$ cat config.mk
export PLATFORM = sky130hd
export DESIGN_NAME = video_ctrl_top
export DESIGN_NICKNAME = d
export VERILOG_FILES = /design/src/rtl/video_bus_pkg.sv /design/src/rtl/video_cfg_pkg.sv /design/src/rtl/raster_timer.sv /design/src/rtl/video_ctrl_top.sv /design/src/rtl/video_int_gen.sv /design/src/rtl/video_port_decode.sv /design/src/rtl/video_ports.sv
export SDC_FILE = /design/constraint.sdc
export NUM_CORES = 1
export LEC_CHECK = 0
export BUFFER_PORTS_ARGS = -buffer_cell sky130_fd_sc_hd__buf_4
export CORE_UTILIZATION = 50
export DETAILED_ROUTE_END_ITERATION = 12
export GPL_TIMING_DRIVEN = 0
export PLACE_DENSITY = 0.76
export SYNTH_ARGS = -nofsm -noshare
export SYNTH_HDL_FRONTEND = slang
export SYNTH_SLANG_ARGS = --single-unit
$ cat constraint.sdc
create_clock -name clk -period 2.1 [get_ports clk]
set_input_delay 0.42 -clock clk [delete_from_list [all_inputs] [get_ports clk]]
set_output_delay 0.42 -clock clk [all_outputs]
set_load 0.05 [all_outputs]
$ cat src/rtl/video_bus_pkg.sv
// CPU-side I/O write format, port numbers and register write strobes; reads are not modelled
`default_nettype none

package video_bus_pkg;

    // one CPU I/O write, valid while wr is high
    typedef struct packed {
        logic       wr;
        logic       legacy;
        logic [7:0] addr;
        logic [7:0] data;
    } cpu_wr_t;

    // extended register space
    localparam logic [7:0] PORT_VCONF     = 8'h00;
    localparam logic [7:0] PORT_VPAGE     = 8'h01;
    localparam logic [7:0] PORT_GX_OFFSL  = 8'h02;
    localparam logic [7:0] PORT_GX_OFFSH  = 8'h03;
    localparam logic [7:0] PORT_GY_OFFSL  = 8'h04;
    localparam logic [7:0] PORT_GY_OFFSH  = 8'h05;
    localparam logic [7:0] PORT_TSCONF    = 8'h06;
    localparam logic [7:0] PORT_PALSEL    = 8'h07;
    localparam logic [7:0] PORT_BORDER    = 8'h0F;
    localparam logic [7:0] PORT_TMPAGE    = 8'h16;
    localparam logic [7:0] PORT_T0GPAGE   = 8'h17;
    localparam logic [7:0] PORT_T1GPAGE   = 8'h18;
    localparam logic [7:0] PORT_SGPAGE    = 8'h19;
    localparam logic [7:0] PORT_HINT_BEG  = 8'h22;
    localparam logic [7:0] PORT_VINT_BEGL = 8'h23;
    localparam logic [7:0] PORT_VINT_BEGH = 8'h24;

    // tile layer scroll offsets
    localparam logic [7:0] PORT_T0X_OFFSL = 8'h40;
    localparam logic [7:0] PORT_T0X_OFFSH = 8'h41;
    localparam logic [7:0] PORT_T0Y_OFFSL = 8'h42;
    localparam logic [7:0] PORT_T0Y_OFFSH = 8'h43;
    localparam logic [7:0] PORT_T1X_OFFSL = 8'h44;
    localparam logic [7:0] PORT_T1X_OFFSH = 8'h45;
    localparam logic [7:0] PORT_T1Y_OFFSL = 8'h46;
    localparam logic [7:0] PORT_T1Y_OFFSH = 8'h47;

    // legacy spectrum ports
    localparam logic [7:0] PORT_ZBORDER   = 8'hFE;
    localparam logic [7:0] PORT_ZVPAGE    = 8'hFD;

    // one strobe per register or register half
    typedef struct packed {
        logic zborder;
        logic border;
        logic zvpage;
        logic vpage;
        logic vconf;
        logic gx_offsl;
        logic gx_offsh;
        logic gy_offsl;
        logic gy_offsh;
        logic t0x_offsl;
        logic t0x_offsh;
        logic t0y_offsl;
        logic t0y_offsh;
        logic t1x_offsl;
        logic t1x_offsh;
        logic t1y_offsl;
        logic t1y_offsh;
        logic tsconf;
        logic palsel;
        logic tmpage;
        logic t0gpage;
        logic t1gpage;
        logic sgpage;
        logic hint_beg;
        logic vint_begl;
        logic vint_begh;
    } vport_wr_t;

endpackage

`default_nettype wire

$ cat src/rtl/video_cfg_pkg.sv
// raster geometry is fixed at 448 x 320; counters are 9 bits, so larger sizes need wider fields
`default_nettype none

package video_cfg_pkg;

    // raster geometry
    localparam int HCNT_W  = 9;
    localparam int VCNT_W  = 9;
    localparam int H_TOTAL = 448;
    localparam int V_TOTAL = 320;

    // frame interrupt length in clocks
    localparam int INT_LEN   = 32;
    localparam int INT_CNT_W = $clog2(INT_LEN + 1);

    // reset values of the non-zero registers
    localparam logic [7:0] VPAGE_RST    = 8'h05;
    localparam logic [7:0] VCONF_RST    = 8'h00;
    localparam logic [7:0] PALSEL_RST   = 8'h0F;
    localparam logic [7:0] HINT_BEG_RST = 8'd2;

    // legacy write formats
    localparam logic [4:0] ZBORDER_HI = 5'b11110;
    // page code is 000001_d3_1, d3 is ORed into bit 1
    localparam logic [7:0] ZVPAGE_FMT = 8'b0000_0101;

    // line numbers 320..383 fold back to 0..63
    localparam logic [2:0] VINT_WRAP_HI = 3'b101;

    typedef struct packed {
        logic [7:0] border;
        logic [7:0] vpage;
        logic [7:0] vconf;
        logic [7:0] palsel;
        logic [7:0] hint_beg;
        logic [7:0] tsconf;
        logic [7:0] tmpage;
        logic [7:0] t0gpage;
        logic [7:0] t1gpage;
        logic [7:0] sgpage;
        logic [8:0] gx_offs;
        logic [8:0] gy_offs;
        logic [8:0] t0x_offs;
        logic [8:0] t0y_offs;
        logic [8:0] t1x_offs;
        logic [8:0] t1y_offs;
        logic [8:0] vint_beg;
    } video_params_t;

    localparam video_params_t PARAMS_RST = '{
        border:   8'h00,
        vpage:    VPAGE_RST,
        vconf:    VCONF_RST,
        palsel:   PALSEL_RST,
        hint_beg: HINT_BEG_RST,
        tsconf:   8'h00,
        tmpage:   8'h00,
        t0gpage:  8'h00,
        t1gpage:  8'h00,
        sgpage:   8'h00,
        gx_offs:  9'd0,
        gy_offs:  9'd0,
        t0x_offs: 9'd0,
        t0y_offs: 9'd0,
        t1x_offs: 9'd0,
        t1y_offs: 9'd0,
        vint_beg: 9'd0
    };

    typedef struct packed {
        logic [HCNT_W-1:0] hcount;
        logic [VCNT_W-1:0] vcount;
        logic              line_start;
        logic              frame_start;
    } raster_pos_t;

endpackage

`default_nettype wire

$ cat src/rtl/raster_timer.sv
// free-running counters only; no sync outputs and no blanking, pulses are decoded from the counts
`timescale 1ns/100ps
`default_nettype none

module raster_timer
    import video_cfg_pkg::*;
(
    input  logic        clk,
    input  logic        rst_n,
    output raster_pos_t raster
);

    logic [HCNT_W-1:0] hcnt;
    logic [VCNT_W-1:0] vcnt;
    logic              h_last;
    logic              v_last;

    assign h_last = (hcnt == HCNT_W'(H_TOTAL - 1));
    assign v_last = (vcnt == VCNT_W'(V_TOTAL - 1));

    always_ff @(posedge clk or negedge rst_n)
    begin
        if (!rst_n)
        begin
            hcnt <= '0;
            vcnt <= '0;
        end
        else if (h_last)
        begin
            hcnt <= '0;
            // line counter steps on the horizontal wrap
            if (v_last)
                vcnt <= '0;
            else
                vcnt <= vcnt + 1'b1;
        end
        else
        begin
            hcnt <= hcnt + 1'b1;
        end
    end

    always_comb
    begin
        raster.hcount      = hcnt;
        raster.vcount      = vcnt;
        raster.line_start  = (hcnt == '0);
        raster.frame_start = (hcnt == '0) && (vcnt == '0);
    end

endmodule

`default_nettype wire

$ cat src/rtl/video_ctrl_top.sv
// write-only control path; the CPU sees no wait states and no read-back of any register
`timescale 1ns/100ps
`default_nettype none

module video_ctrl_top
    import video_bus_pkg::*;
    import video_cfg_pkg::*;
(
    input  logic          clk,
    input  logic          rst_n,
    input  cpu_wr_t       cpu,
    output video_params_t params,
    output raster_pos_t   raster,
    output logic          int_n
);

    vport_wr_t  strobes;
    logic [7:0] wr_data;

    video_port_decode u_decode (
        .cpu     (cpu),
        .strobes (strobes),
        .data    (wr_data)
    );

    video_ports u_ports (
        .clk         (clk),
        .rst_n       (rst_n),
        .strobes     (strobes),
        .data        (wr_data),
        .line_start  (raster.line_start),
        .frame_start (raster.frame_start),
        .params      (params)
    );

    raster_timer u_timer (
        .clk    (clk),
        .rst_n  (rst_n),
        .raster (raster)
    );

    // interrupt position comes straight from the published parameters
    video_int_gen u_int (
        .clk      (clk),
        .rst_n    (rst_n),
        .raster   (raster),
        .hint_beg (params.hint_beg),
        .vint_beg (params.vint_beg),
        .int_n    (int_n)
    );

endmodule

`default_nettype wire

$ cat src/rtl/video_int_gen.sv
// horizontal position is hint_beg * 2, so odd columns and values past the line end never fire
`timescale 1ns/100ps
`default_nettype none

module video_int_gen
    import video_cfg_pkg::*;
(
    input  logic        clk,
    input  logic        rst_n,
    input  raster_pos_t raster,
    input  logic [7:0]  hint_beg,
    input  logic [8:0]  vint_beg,
    output logic        int_n
);

    logic [INT_CNT_W-1:0] len_cnt;
    logic                 hit;

    assign hit = (raster.vcount == vint_beg) && (raster.hcount == {hint_beg, 1'b0});

    always_ff @(posedge clk or negedge rst_n)
    begin
        if (!rst_n)
            len_cnt <= '0;
        else if (hit)
            len_cnt <= INT_CNT_W'(INT_LEN);
        else if (len_cnt != '0)
            len_cnt <= len_cnt - 1'b1;
    end

    // low for INT_LEN clocks after the match
    assign int_n = (len_cnt == '0);

endmodule

`default_nettype wire

$ cat src/rtl/video_port_decode.sv
// full 8-bit port compare, legacy ports are not partially decoded; write strobes are combinational
`timescale 1ns/100ps
`default_nettype none

module video_port_decode
    import video_bus_pkg::*;
(
    input  cpu_wr_t    cpu,
    output vport_wr_t  strobes,
    output logic [7:0] data
);

    always_comb
    begin
        strobes = '0;
        if (cpu.wr)
        begin
            if (cpu.legacy)
            begin
                case (cpu.addr)
                    PORT_ZBORDER: strobes.zborder = 1'b1;
                    PORT_ZVPAGE:  strobes.zvpage  = 1'b1;
                    default:      strobes         = '0;
                endcase
            end
            else
            begin
                case (cpu.addr)
                    PORT_VCONF:     strobes.vconf     = 1'b1;
                    PORT_VPAGE:     strobes.vpage     = 1'b1;
                    PORT_GX_OFFSL:  strobes.gx_offsl  = 1'b1;
                    PORT_GX_OFFSH:  strobes.gx_offsh  = 1'b1;
                    PORT_GY_OFFSL:  strobes.gy_offsl  = 1'b1;
                    PORT_GY_OFFSH:  strobes.gy_offsh  = 1'b1;
                    PORT_TSCONF:    strobes.tsconf    = 1'b1;
                    PORT_PALSEL:    strobes.palsel    = 1'b1;
                    PORT_BORDER:    strobes.border    = 1'b1;
                    PORT_TMPAGE:    strobes.tmpage    = 1'b1;
                    PORT_T0GPAGE:   strobes.t0gpage   = 1'b1;
                    PORT_T1GPAGE:   strobes.t1gpage   = 1'b1;
                    PORT_SGPAGE:    strobes.sgpage    = 1'b1;
                    PORT_HINT_BEG:  strobes.hint_beg  = 1'b1;
                    PORT_VINT_BEGL: strobes.vint_begl = 1'b1;
                    PORT_VINT_BEGH: strobes.vint_begh = 1'b1;
                    PORT_T0X_OFFSL: strobes.t0x_offsl = 1'b1;
                    PORT_T0X_OFFSH: strobes.t0x_offsh = 1'b1;
                    PORT_T0Y_OFFSL: strobes.t0y_offsl = 1'b1;
                    PORT_T0Y_OFFSH: strobes.t0y_offsh = 1'b1;
                    PORT_T1X_OFFSL: strobes.t1x_offsl = 1'b1;
                    PORT_T1X_OFFSH: strobes.t1x_offsh = 1'b1;
                    PORT_T1Y_OFFSL: strobes.t1y_offsl = 1'b1;
                    PORT_T1Y_OFFSH: strobes.t1y_offsh = 1'b1;
                    // unmapped ports are ignored
                    default:        strobes           = '0;
                endcase
            end
        end
    end

    // the register file only needs the payload
    assign data = cpu.data;

endmodule

`default_nettype wire

$ cat src/rtl/video_ports.sv
// staged fields change only at line start; a zvpage write wins over a line start in the same cycle
`timescale 1ns/100ps
`default_nettype none

module video_ports
    import video_bus_pkg::*;
    import video_cfg_pkg::*;
(
    input  logic          clk,
    input  logic          rst_n,
    input  vport_wr_t     strobes,
    input  logic [7:0]    data,
    input  logic          line_start,
    input  logic          frame_start,
    output video_params_t params
);

    // shadow copies of the line-staged fields
    logic [7:0] vpage_s;
    logic [7:0] vconf_s;
    logic [7:0] palsel_s;
    logic [7:0] t0gpage_s;
    logic [7:0] t1gpage_s;
    logic [8:0] gx_offs_s;
    logic [8:0] t0x_offs_s;
    logic [8:0] t1x_offs_s;

    logic [3:0] vint_step;
    logic [8:0] vint_sum;
    logic [8:0] vint_next;
    logic [7:0] zvpage_code;

    assign zvpage_code = ZVPAGE_FMT | {6'b000000, data[3], 1'b0};

    // next interrupt line, folded back once it passes line 319
    always_comb
    begin
        vint_sum  = params.vint_beg + 9'(vint_step);
        vint_next = vint_sum;
        if (vint_sum[8:6] == VINT_WRAP_HI)
            vint_next[8:6] = 3'b000;
    end

    always_ff @(posedge clk or negedge rst_n)
    begin
        if (!rst_n)
        begin
            vpage_s    <= VPAGE_RST;
            vconf_s    <= VCONF_RST;
            palsel_s   <= PALSEL_RST;
            t0gpage_s  <= '0;
            t1gpage_s  <= '0;
            gx_offs_s  <= '0;
            t0x_offs_s <= '0;
            t1x_offs_s <= '0;
        end
        else
        begin
            // legacy page also lands in the shadow so the next line keeps it
            if (strobes.zvpage)    vpage_s         <= zvpage_code;
            if (strobes.vpage)     vpage_s         <= data;
            if (strobes.vconf)     vconf_s         <= data;
            if (strobes.palsel)    palsel_s        <= data;
            if (strobes.t0gpage)   t0gpage_s       <= data;
            if (strobes.t1gpage)   t1gpage_s       <= data;
            if (strobes.gx_offsl)  gx_offs_s[7:0]  <= data;
            if (strobes.gx_offsh)  gx_offs_s[8]    <= data[0];
            if (strobes.t0x_offsl) t0x_offs_s[7:0] <= data;
            if (strobes.t0x_offsh) t0x_offs_s[8]   <= data[0];
            if (strobes.t1x_offsl) t1x_offs_s[7:0] <= data;
            if (strobes.t1x_offsh) t1x_offs_s[8]   <= data[0];
        end
    end

    always_ff @(posedge clk or negedge rst_n)
    begin
        if (!rst_n)
        begin
            params    <= PARAMS_RST;
            vint_step <= '0;
        end
        else
        begin
            // fields that take effect right away
            if (strobes.zborder)   params.border        <= {ZBORDER_HI, data[2:0]};
            if (strobes.border)    params.border        <= data;
            if (strobes.gy_offsl)  params.gy_offs[7:0]  <= data;
            if (strobes.gy_offsh)  params.gy_offs[8]    <= data[0];
            if (strobes.t0y_offsl) params.t0y_offs[7:0] <= data;
            if (strobes.t0y_offsh) params.t0y_offs[8]   <= data[0];
            if (strobes.t1y_offsl) params.t1y_offs[7:0] <= data;
            if (strobes.t1y_offsh) params.t1y_offs[8]   <= data[0];
            if (strobes.tsconf)    params.tsconf        <= data;
            if (strobes.tmpage)    params.tmpage        <= data;
            if (strobes.sgpage)    params.sgpage        <= data;
            if (strobes.hint_beg)  params.hint_beg      <= data;

            // interrupt line: cpu writes beat the per-frame step
            if (strobes.vint_begl)
                params.vint_beg[7:0] <= data;
            else if (strobes.vint_begh)
            begin
                params.vint_beg[8] <= data[0];
                vint_step          <= data[7:4];
            end
            else if (frame_start)
                params.vint_beg <= vint_next;

            if (strobes.zvpage)
                params.vpage <= zvpage_code;
            else if (line_start)
                params.vpage <= vpage_s;

            // publish the staged fields between scanlines
            if (line_start)
            begin
                params.vconf    <= vconf_s;
                params.palsel   <= palsel_s;
                params.t0gpage  <= t0gpage_s;
                params.t1gpage  <= t1gpage_s;
                params.gx_offs  <= gx_offs_s;
                params.t0x_offs <= t0x_offs_s;
                params.t1x_offs <= t1x_offs_s;
            end
        end
    end

endmodule

`default_nettype wire
**After elaboration in Yosys (flattened, before gate mapping)**

Index checks and enable logic that the tools add are counted.

- Memory bits (read-only): 0
- Bits of input ports: 20
- Memories: 0
- Logic and storage cells: 131
- Latch bits: 0
- Bits in writable memories: 0
- Flip-flop bits (word level): 238

- Shift operators: 0
- Equal/unequal tests: 31
- Order comparisons: 0
- Bitwise logic cells: 1
- Div/mod/pow operators: 0
- Multiplexer cells: 43
- Reductions and logical operators: 16
- $mul: 0
- $add $sub $neg: 4

Operators by type and width:

| cell | count |
|---|---|
| $eq A8 B7 Y1 const B | 8 |
| $mux W8 | 8 |
| $mux W26 | 2 |
| $eq A8 B3 Y1 const B | 4 |
| $eq A8 B5 Y1 const B | 4 |
| $mux W1 | 27 |
| $mux W9 | 3 |
| $eq A8 B6 Y1 const B | 3 |
| $add A9 B1 Y9 const B | 2 |
| $eq A9 B9 Y1 | 2 |
| $eq A9 B9 Y1 const B | 2 |
| $logic_not A9 Y1 | 2 |
| $eq A8 B2 Y1 const B | 2 |
| $eq A8 B8 Y1 const B | 2 |
| $mux W6 | 2 |
| $reduce_bool A2 Y1 | 6 |
| $add A9 B4 Y9 | 1 |
| $eq A8 B1 Y1 const B | 1 |
| $eq A8 B4 Y1 const B | 1 |
| $logic_not A8 Y1 | 1 |
| $logic_not A6 Y1 | 1 |
| $reduce_and A2 Y1 | 3 |
| $reduce_bool A6 Y1 | 1 |
| $sub A6 B1 Y6 const B | 1 |
| other kinds (5) | 6 |

**Longest topological paths before layout**

Gate-level depths: netlist of the first run.

- Depth in word-level cells: 6
- Mapped depth: 9

**Cells and area by module**

Synthesis of the first run repeated with hierarchy kept, for this count alone.

- Cells, all modules: 774
- Area total of the unflattened synthesis: 10324.9 um^2

Modules (own cells, without submodules):

| module | seq. area each (um^2) | area an instance (um^2) | instances | cells each |
|---|---|---|---|---|
| video_ports | 5371.4 | 8414.3 | 1 | 568 |
| raster_timer | 450.4 | 952.2 | 1 | 92 |
| video_int_gen | 150.1 | 551.8 | 1 | 56 |
| video_port_decode | 0.0 | 406.6 | 1 | 58 |

**Worst setup path before layout of the first run**

Ideal clock, no wire load.

- Path kind: reg2reg
- From: reg u_timer.vcnt[0]
- To: reg, netlist name u_ports.params[6]
- Arrival: 2.253 ns
- Setup time: 0.120 ns
- Stages on the path, launching flop included: 10
- Path slack: -0.273 ns
- Data required time: 1.980 ns
- Path through: dfrtp_1 -> inv_1 -> ha_1 -> nor4b_1 -> and4_1 -> clkbuf_1 -> and2_1 -> buf_6 -> a31o_2 -> a31o_2

- Cells in the longest elaborated chain, start to end: 4

Ends and longest elaborated chain:

| element | line | source |
|---|---|---|
| start: declaration | raster_timer.sv:14 | `logic [VCNT_W-1:0] vcnt;` |
| start signal: assignment | raster_timer.sv:35 | `vcnt <= vcnt + 1'b1;` |
| $logic_not A9 Y1 | raster_timer.sv:48 | `raster.frame_start = (hcnt == '0) && (vcnt == '0);` |
| $logic_and A1 B1 Y1 | raster_timer.sv:48 |  |
| net u_ports.frame_start | video_ports.sv:14 | `input logic frame_start,` |
| $reduce_bool A2 Y1 (no source line) | - |  |
| $reduce_and A2 Y1 (no source line) | - |  |

The timed path passes the listed nets, and every way through them passes these cells.
A chain may end at the register's enable or synchronous reset.

**Worst setup path after layout of the first run**

- From: reg u_timer.hcnt[0]
- To: out raster[1] in the netlist's numbering

- Cells in the longest elaborated chain, start to end: 1

Ends and longest elaborated chain:

| element | line | source |
|---|---|---|
| start: declaration | raster_timer.sv:13 | `logic [HCNT_W-1:0] hcnt;` |
| start signal: assignment | raster_timer.sv:39 | `hcnt <= hcnt + 1'b1;` |
| $logic_not A9 Y1 | raster_timer.sv:47 | `raster.line_start = (hcnt == '0);` |
| end: declaration | video_ctrl_top.sv:13 | `output raster_pos_t raster,` |

Every way passes these cells.

==> key figures, run 1 <==
Yosys
  – Post-synth EDFFs: 0
  – Syn Nets: around 950
  – Synth Cell Area: roughly 0.010 mm²
  – Synth Flop Type: dfrtp_1
  – Register area share after synthesis: 0.591
  – FF+latch count, synth: 238
  – Mapped Cells: 921
  – Yosys warnings: 0
  – Syn Area/Cell: 11.0 µm²
  – Distinct cell type count after synthesis: 63
  – Ys async rst share: 1.00

STA
  – Slew Viols, Final: 0
  – Setup ws final: -245 ps
  – Fmax: 426 MHz
  – RSZ-0062 raised after global routing: true
  – Worst slew margin: 0.389
  – Post-route clock period utilization: 1.12
  – Worst clock skew: 19.9 ps
  – Hold Violations, Final: 0
  – Worst hold slack: 215 ps
  – Min Tclk post-route: between 2000 and 2500 ps
  – Worst Tran Pin Value: 917 ps
  – Final setup violation count: 3

Clock tree
  – Clock root cell: clkbuf_16
  – Clk slew on worst S/H paths: around 60 ps
  – TritonCTS Buffers: 26
  – CTS tree: done
  – Clock Sinks: around 240
  – H-tree levels: 1
  – CTS max path bufs: 3
  – Clk_lat worst skew: 530 ps

Power and ir drop
  – Sequential share of power: 0.451
  – Power per cell area: approximately 820 mW/mm²
  – Int Pwr: 8.19 mW
  – Combinational power share: 0.090
  – Peak supply drop: 0.000634 V
  – Leak: between 6 and 7 nW
  – Sw power: 2.60 mW
  – Clock power frac: 0.459
  – Sw frac: 0.241

Floorplan
  – Core Footprint: 0.0197 mm²
  – Initial core utilization: 0.515
  – Die area: between 0.02 and 0.025 mm²
  – Die width: 144 µm
  – Top-Level Pins: ~180
  – Die Span Y: 144 µm
  – Num rows: 51

Run
  – Number of max-cap violations: 0

Place
  – GP Congestion: 0.893
  – Final HPWL DP: roughly 18 mm
  – I/O Buffers: 176

Global route
  – Initial antenna violation count: 1
  – Vias in the first global route: 7526
  – Overall routing resource usage: 0.260
  – Pin count of the biggest net entering global routing: 112
  – Global-route wire length before repair: 41.1 mm
  – GRT overflow: 0

Critical path
  – Startpoint Class: flip-flop
  – CP Class: reg -> out
  – Worst Path Max Fanout: 2
  – CP Capture Type: output port
  – Worst EP required: around 1700 ps
  – Arrival time worst endpoint: 1920 ps

Finish
  – Fillers: 1499
  – NumNets Final: 1172
  – Layout cells sized above 1: 0.359
  – Area Growth Syn to Fin: 29.7%
  – Diode count: 0
  – Fin util: 0.667

Routing
  – Via count: ~7700
  – Vias per inst: 5.43
  – DR DRC count: 0
  – TritonRoute pass-1 iters: 5
  – Initial DRC count: 504
  – WL per Instance: 18.7 µm
  – WL final: about 27 mm
  – Detail Route Antenna Nets: 0

Worst hold path
  – Worst hold-check path type: in -> reg

Outcome
  – Failing checks: negative setup slack
  – Run status: finished with violations
==> power by group through the flow <==
| stage | sequential, mW | clock [mW] | combinational (mW) |
|---|---|---|---|
| global route | 4.88 | 5.20 | 1.06 |
| CTS | 4.86 | 5.01 | 0.923 |
| finish | 4.86 | 4.95 | 0.970 |
| global placement | 4.92 | 0 | 0.862 |
| detailed placement | 4.93 | 0 | 0.903 |
| floorplan | 5.09 | 0 | 0.369 |
==> stage by stage <==
stage / worst slack (ps) / area, µm² / TNS [ps] / total power [mW] / cells
finish: -245 / 13100 / -498 / 10.8 / 1426
global route: -309 / 13100 / -975 / 11.1 / 1426
CTS: -293 / 13000 / -547 / 10.8 / 1420
detailed placement: -372 / 11800 / -17430 / 5.83 / 1364
global placement: -1460 / 11800 / -296270 / 5.78 / 1362
floorplan: -32.1 / 10100 / -32.1 / 5.46 / 921
==> cell usage after synthesis (all sizes together), types with 3 or more instances <==
master / count / area (µm²)
o22a: 6 / 52.6
dfrtp: 225 / 5630
nand3: 18 / 95.1
mux2: 99 / 1120
nand2: 263 / 990
xnor2: 12 / 105
nor2b: 8 / 50.1
nor2: 34 / 128
nor3b: 3 / 33.8
nor4: 10 / 68.8
ha: 10 / 125
a22o: 5 / 43.8
inv: 19 / 71.3
xor2: 20 / 175
nor3: 5 / 25.0
o21ai: 39 / 195
buf: 19 / 100
clkbuf: 34 / 128
nand4: 9 / 62.6
nand2b: 5 / 31.3
a21oi: 15 / 75.1
mux2i: 6 / 60.1
nor4b: 5 / 80.1
and3: 3 / 18.8
dfstp: 13 / 342
==> critical path, stage by stage, from the launching register on <==
cell and delay [ps]:
dfrtp_2 420, inv_2 70, ha_4 120, nor4b_4 250
nand2_2 160, inv_4 120, clkbuf_16 140, buf_12 120
==> metal layers <==
metal | GRT usage | share of wire | wire length (µm)
met2 | 0.406 | 0.47 | 12400
met1 | 0.350 | 0.42 | 11100
met4 | 0.101 | 0.036 | 946
met3 | 0.0639 | 0.081 | 2160
met5 | 0 | 0.00038 | 10
==> cell families after synthesis <==
| group | Yosys count | synth area share |
|---|---|---|
| xor gates and xnor gates | 32 | 0.0277 |
| DFF | 238 | 0.591 |
| and+or+nand+nor | 374 | 0.165 |
| adders and majority gates | 11 | 0.0144 |
| muxes | 105 | 0.117 |
| AOI/OAI and AO/OA | 89 | 0.0562 |
| buffers and inverters | 72 | 0.0296 |
==> final timing paths <==
kind                                     startpoint             endpoint  slack, ps  cells past startpoint
worst min register to register  u_ports.palsel_s[0]  u_ports.params[111]        460                      2
min in group asynchronous                     rst_n   u_ports.params[99]        360                      2
worst max register to register      u_timer.hcnt[0]    u_ports.params[1]        -30                     10
max in group asynchronous                     rst_n  u_ports.params[114]        500                      4
worst max-delay path                u_timer.hcnt[0]            raster[1]       -240                      7
worst min-delay path                         cpu[1]   u_ports.params[64]        220                      2
==> registers in the layout (all words and copies together) (netlist names) <==
register,cells
u_int.len_cnt,6
u_timer.hcnt,9
u_ports.gx_offs_s,9
u_ports.t1x_offs_s,9
u_ports.t1gpage_s,8
u_ports.vpage_s,8
u_ports.t0x_offs_s,9
u_ports.palsel_s,8
u_ports.vint_step,4
u_timer.vcnt,9
u_ports.t0gpage_s,8
u_ports.params,143
u_ports.vconf_s,8
==> layout make-up <==
cell class                 count  area (µm²)  area share
clock inverter                10         171      0.0131
buffer                        49         244      0.0186
multi-input combinational    611        3960       0.302
sequential                   238        5980       0.456
timing repair buffer         196        1560       0.119
inverter                      19        78.8     0.00601
clock buffer                  38         786      0.0599
tap                          265         332      0.0253
==> cell usage in the layout, fill, tap and decap left out, types with 12 or more instances in the layout <==
master / Yosys / layout
a21oi_1: 15 / 14
nand3_1: 17 / 17
buf_4: 2 / 187
clkbuf_16: 0 / 27
o21ai_0: 39 / 38
xnor2_1: 12 / 12
clkbuf_1: 34 / 27
dfstp_2: 13 / 13
dfrtp_1: 225 / 215
nand2_1: 262 / 260
nor2_1: 34 / 34
xor2_1: 20 / 20
mux2_2: 98 / 98
==> repair_timing <==
action | 4_1_cts | 5_1_grt
buffers inserted | 8 | 8
cloned | 1 | 0
hold buffers | 1 | 0
resized for setup | 40 | 20
pin swaps | 2 | 6
endpoints found under the setup margin | 80 | 57
endpoints found under the hold margin | 37 | 0
No activity file was read; power rests on OpenSTA's default activity.
==> run 2: changes to the inputs <==
Settings changed: GPL_TIMING_DRIVEN 0 to not set, PLACE_DENSITY 0.76 to 0.75, SYNTH_HIERARCHICAL set to 1.
==> run 2 against run 1 <==
Effect of this change:
- the flow still finishes with violations (negative setup slack)
- flip-flop and latch count stayed put
- worst setup slack worse by 18 ps
- sequential share of layout area decreased by 1.4 points
- sequential power hardly changed
- global-route usage decreased by 1.5 points
- maximum frequency decreased by 0.75%
- combinational power increased by 6%
- final area is 3.1% higher
- clock skew is 11 ps lower
- total power down 3.3%
- synthesized cell count fell by 16%
- critical path depth decreased by 2
- critical endpoint is now raster[0]
- highest routed layer is now met4
==> key figures, run 2 <==
Routing
  – WL per Instance: 19.7 µm (+5.6%)
  – Vias per inst: 5.43 (about the same)
  – WL final: 25.6 mm (-3.8%)
  – TritonRoute pass-1 iters: 4 (-1)
  – Wire length on met1: 10.9 mm (-2.5%)
  – Metal2 WL: 12.5 mm (+0.73%)
  – Via count: 7056 (-8.9%)
  – DR DRC count: 0 (unchanged)
  – Initial DRC count: 400 (-21%)
  – Detail Route Antenna Nets: 0 (unchanged)
  – DR top layer: met4
  – Met3 wire len: 1.69 mm (-22%)

Yosys
  – Distinct cell type count after synthesis: 69 (+9.5%)
  – Syn Nets: 805 (-15%)
  – Ys async rst share: 1.00 (unchanged)
  – Top-area cell type share of the netlist area: 0.545 (-0.0115)
  – Synth Flop Type: dfrtp_1
  – Synth Cell Area: 0.0103 mm² (+2.1%)
  – Most common cell in the netlist: dfrtp_1
  – Post-synth top area cell: dfrtp_1
  – Mapped Cells: 774 (-16%)
  – FF+latch count, synth: 238 (unchanged)
  – Yosys warnings: 6 (+6)
  – Register area share after synthesis: 0.578 (-0.0122)
  – Synth top cells by count: dfrtp_1, mux2_2, nand2_1
  – Synth top area cells: dfrtp_1, mux2_2, dfstp_2
  – Post-synth EDFFs: 0 (unchanged)
  – Syn Area/Cell: 13.3 µm² (+21%)

Global route
  – GRT overflow: 0 (unchanged)
  – Global-route wire length before repair: 40.8 mm (-0.84%)
  – Overall routing resource usage: 0.245 (-0.0150)
  – Vias in the first global route: 7342 (-2.4%)
  – Pin count of the biggest net entering global routing: 65 (-42%)
  – Initial antenna violation count: 0 (-1)

STA
  – Setup ws final: -263 ps (-17.6 ps)
  – Worst hold slack: 292 ps (+76.6 ps)
  – Worst clock skew: 9.18 ps (-10.7 ps)
  – RSZ-0062 raised after global routing: true
  – Hold Violations, Final: 0 (unchanged)
  – Fmax: 423 MHz (-0.75%)
  – Worst Tran Pin Value: 518 ps (-399 ps)
  – Min Tclk post-route: 2360 ps (+17.6 ps)
  – Worst slew margin: 0.655 (+0.266)
  – Final setup violation count: 37 (+34)
  – Post-route clock period utilization: 1.13 (+0.00840)
  – Final TNS setup: -1900 ps (-1400 ps)
  – Slew Viols, Final: 0 (unchanged)

Finish
  – Largest Register: u_ports/params
  – Commonest non-fill, non-tap cell in the layout: buf_4
  – Fillers: 1527 (+1.9%)
  – NumNets Final: 1043 (-11%)
  – Diode count: 0 (unchanged)
  – Most frequent cells in the layout: buf_4, dfrtp_1, mux2_2
  – Area Growth Syn to Fin: 30.9%
  – Fin util: 0.668 (+0.000765)
  – Layout cells sized above 1: 0.538 (+0.179)
  – Max reg flops: 143 (unchanged)

Floorplan
  – Core Footprint: 0.0202 mm² (+3.0%)
  – Die Span Y: 146 µm (+1.0%)
  – Die width: 146 µm (+1.0%)
  – Top-Level Pins: 184 (unchanged)
  – Initial core utilization: 0.510 (-0.00425)
  – Num rows: 52 (+2.0%)
  – Die area: 0.0212 mm² (+2.1%)

Clock tree
  – H-tree levels: 1 (unchanged)
  – Clk_lat worst skew: 510 ps (-20 ps)
  – Clk slew on worst S/H paths: 60 ps (about the same)
  – Clock Sinks: 238 (unchanged)
  – Clock root cell: clkbuf_16
  – CTS max path bufs: 3 (unchanged)
  – TritonCTS Buffers: 25 (-3.8%)
  – CTS tree: done

Outcome
  – Run status: finished with violations
  – Failing checks: negative setup slack

Critical path
  – CP Class: reg -> out
  – Crit path largest cell delay: 420 ps (about the same)
  – Worst Path Max Fanout: 2 (unchanged)
  – CP max stage cell: dfrtp_2
  – CP Capture Type: output port
  – Arrival time worst endpoint: 1940 ps (+20 ps)
  – CP Cell Sequence: nor4_4, and4b_4, and3_4, buf_6, buf_8
  – Worst EP required: 1680 ps (about the same)
  – Startpoint Class: flip-flop
  – R2R Setup Slk: -60 ps (-30 ps)

Place
  – Final HPWL DP: 16.9 mm (-5.4%)
  – GP Congestion: 0.890 (-0.29%)
  – I/O Buffers: 183 (+4.0%)
  – Worst slack, placed: -171 ps (+200 ps)

Run
  – Number of max-cap violations: 0 (unchanged)

Power and ir drop
  – Peak supply drop: 0.000596 V (-6.0%)
  – Power per cell area: 772 mW/mm² (-6.2%)
  – Leak: 6.78 nW (-1.3%)

Worst hold path
  – Worst hold-check path type: in -> reg
==> run 2: timing repair <==
action / CTS / global route
endpoints found under the setup margin: 4 / 26
pin swaps: 4 / 8
hold endpoints to repair: 54 / 0
buffers inserted: 6 / 12
hold buffers: 1 / 0
gates resized for setup: 14 / 20
cloned: 1 / 0
==> run 2: kinds of logic after synthesis <==
family,after synthesis,share of synthesized area
flops,238,0.578
mux,197,0.214
simple gates,162,0.0925
compound gates,69,0.0456
buf+inv,68,0.0313
xor+xnor,29,0.0246
fa+ha+maj,11,0.0141
==> run 2: critical path, delay by kind of cell, from the launching register on <==
| family | cells | cell delay (ps) |
|---|---|---|
| simple gates | 3 | 770 |
| buf+inv | 2 | 240 |
| flops | 1 | 420 |
==> run 2: worst paths after layout <==
kind	startpoint	endpoint	cells past startpoint
min in group asynchronous	rst_n	u_int/len_cnt[1]	2
worst min-delay path	cpu[2]	u_ports/vpage_s[2]	3
worst max register to register	u_timer/hcnt[4]	u_ports/params[73]	8
max in group asynchronous	rst_n	u_ports/params[129]	3
worst max-delay path	u_timer/hcnt[4]	raster[0]	5
worst min register to register	u_ports/params[135]	u_ports/params[135]	2
==> run 2: power breakdown <==
group	leakage, nW	internal (mW)	switching [mW]	total, mW
clock network	0.428	2.77	1.75	4.53
registers	3.23	4.74	0.133	4.87
logic	3.13	0.406	0.626	1.03
==> run 2: area by class of cell <==
| type | instances | area, µm² | area share |
|---|---|---|---|
| Sequential cell | 238 | 5980 | 0.443 |
| Clock buffer | 38 | 774 | 0.0573 |
| Clock inverter | 7 | 87.6 | 0.00648 |
| Tap cell | 270 | 338 | 0.0250 |
| Timing Repair Buffer | 265 | 2120 | 0.157 |
| Multi-Input combinational cell | 468 | 4160 | 0.308 |
| Inverter | 14 | 52.6 | 0.00389 |
==> run 2: metal layers <==
layer / track usage / vias to the layer above
li1: - / 3220
met1: 0.320 / 3563
met2: 0.406 / 222
met3: 0.0577 / 51
met4: 0.0737 / 0
met5: 0 / -
==> run 2: per-stage QoR <==
step           instances  area, µm²  power, mW
4_1_cts             1289      13400       10.5
6_report            1300      13500       10.4
5_1_grt             1300      13500       10.8
3_3_place_gp        1236      12400       5.86
3_5_place_dp        1236      12400       5.88
2_1_floorplan        774      10400       5.52
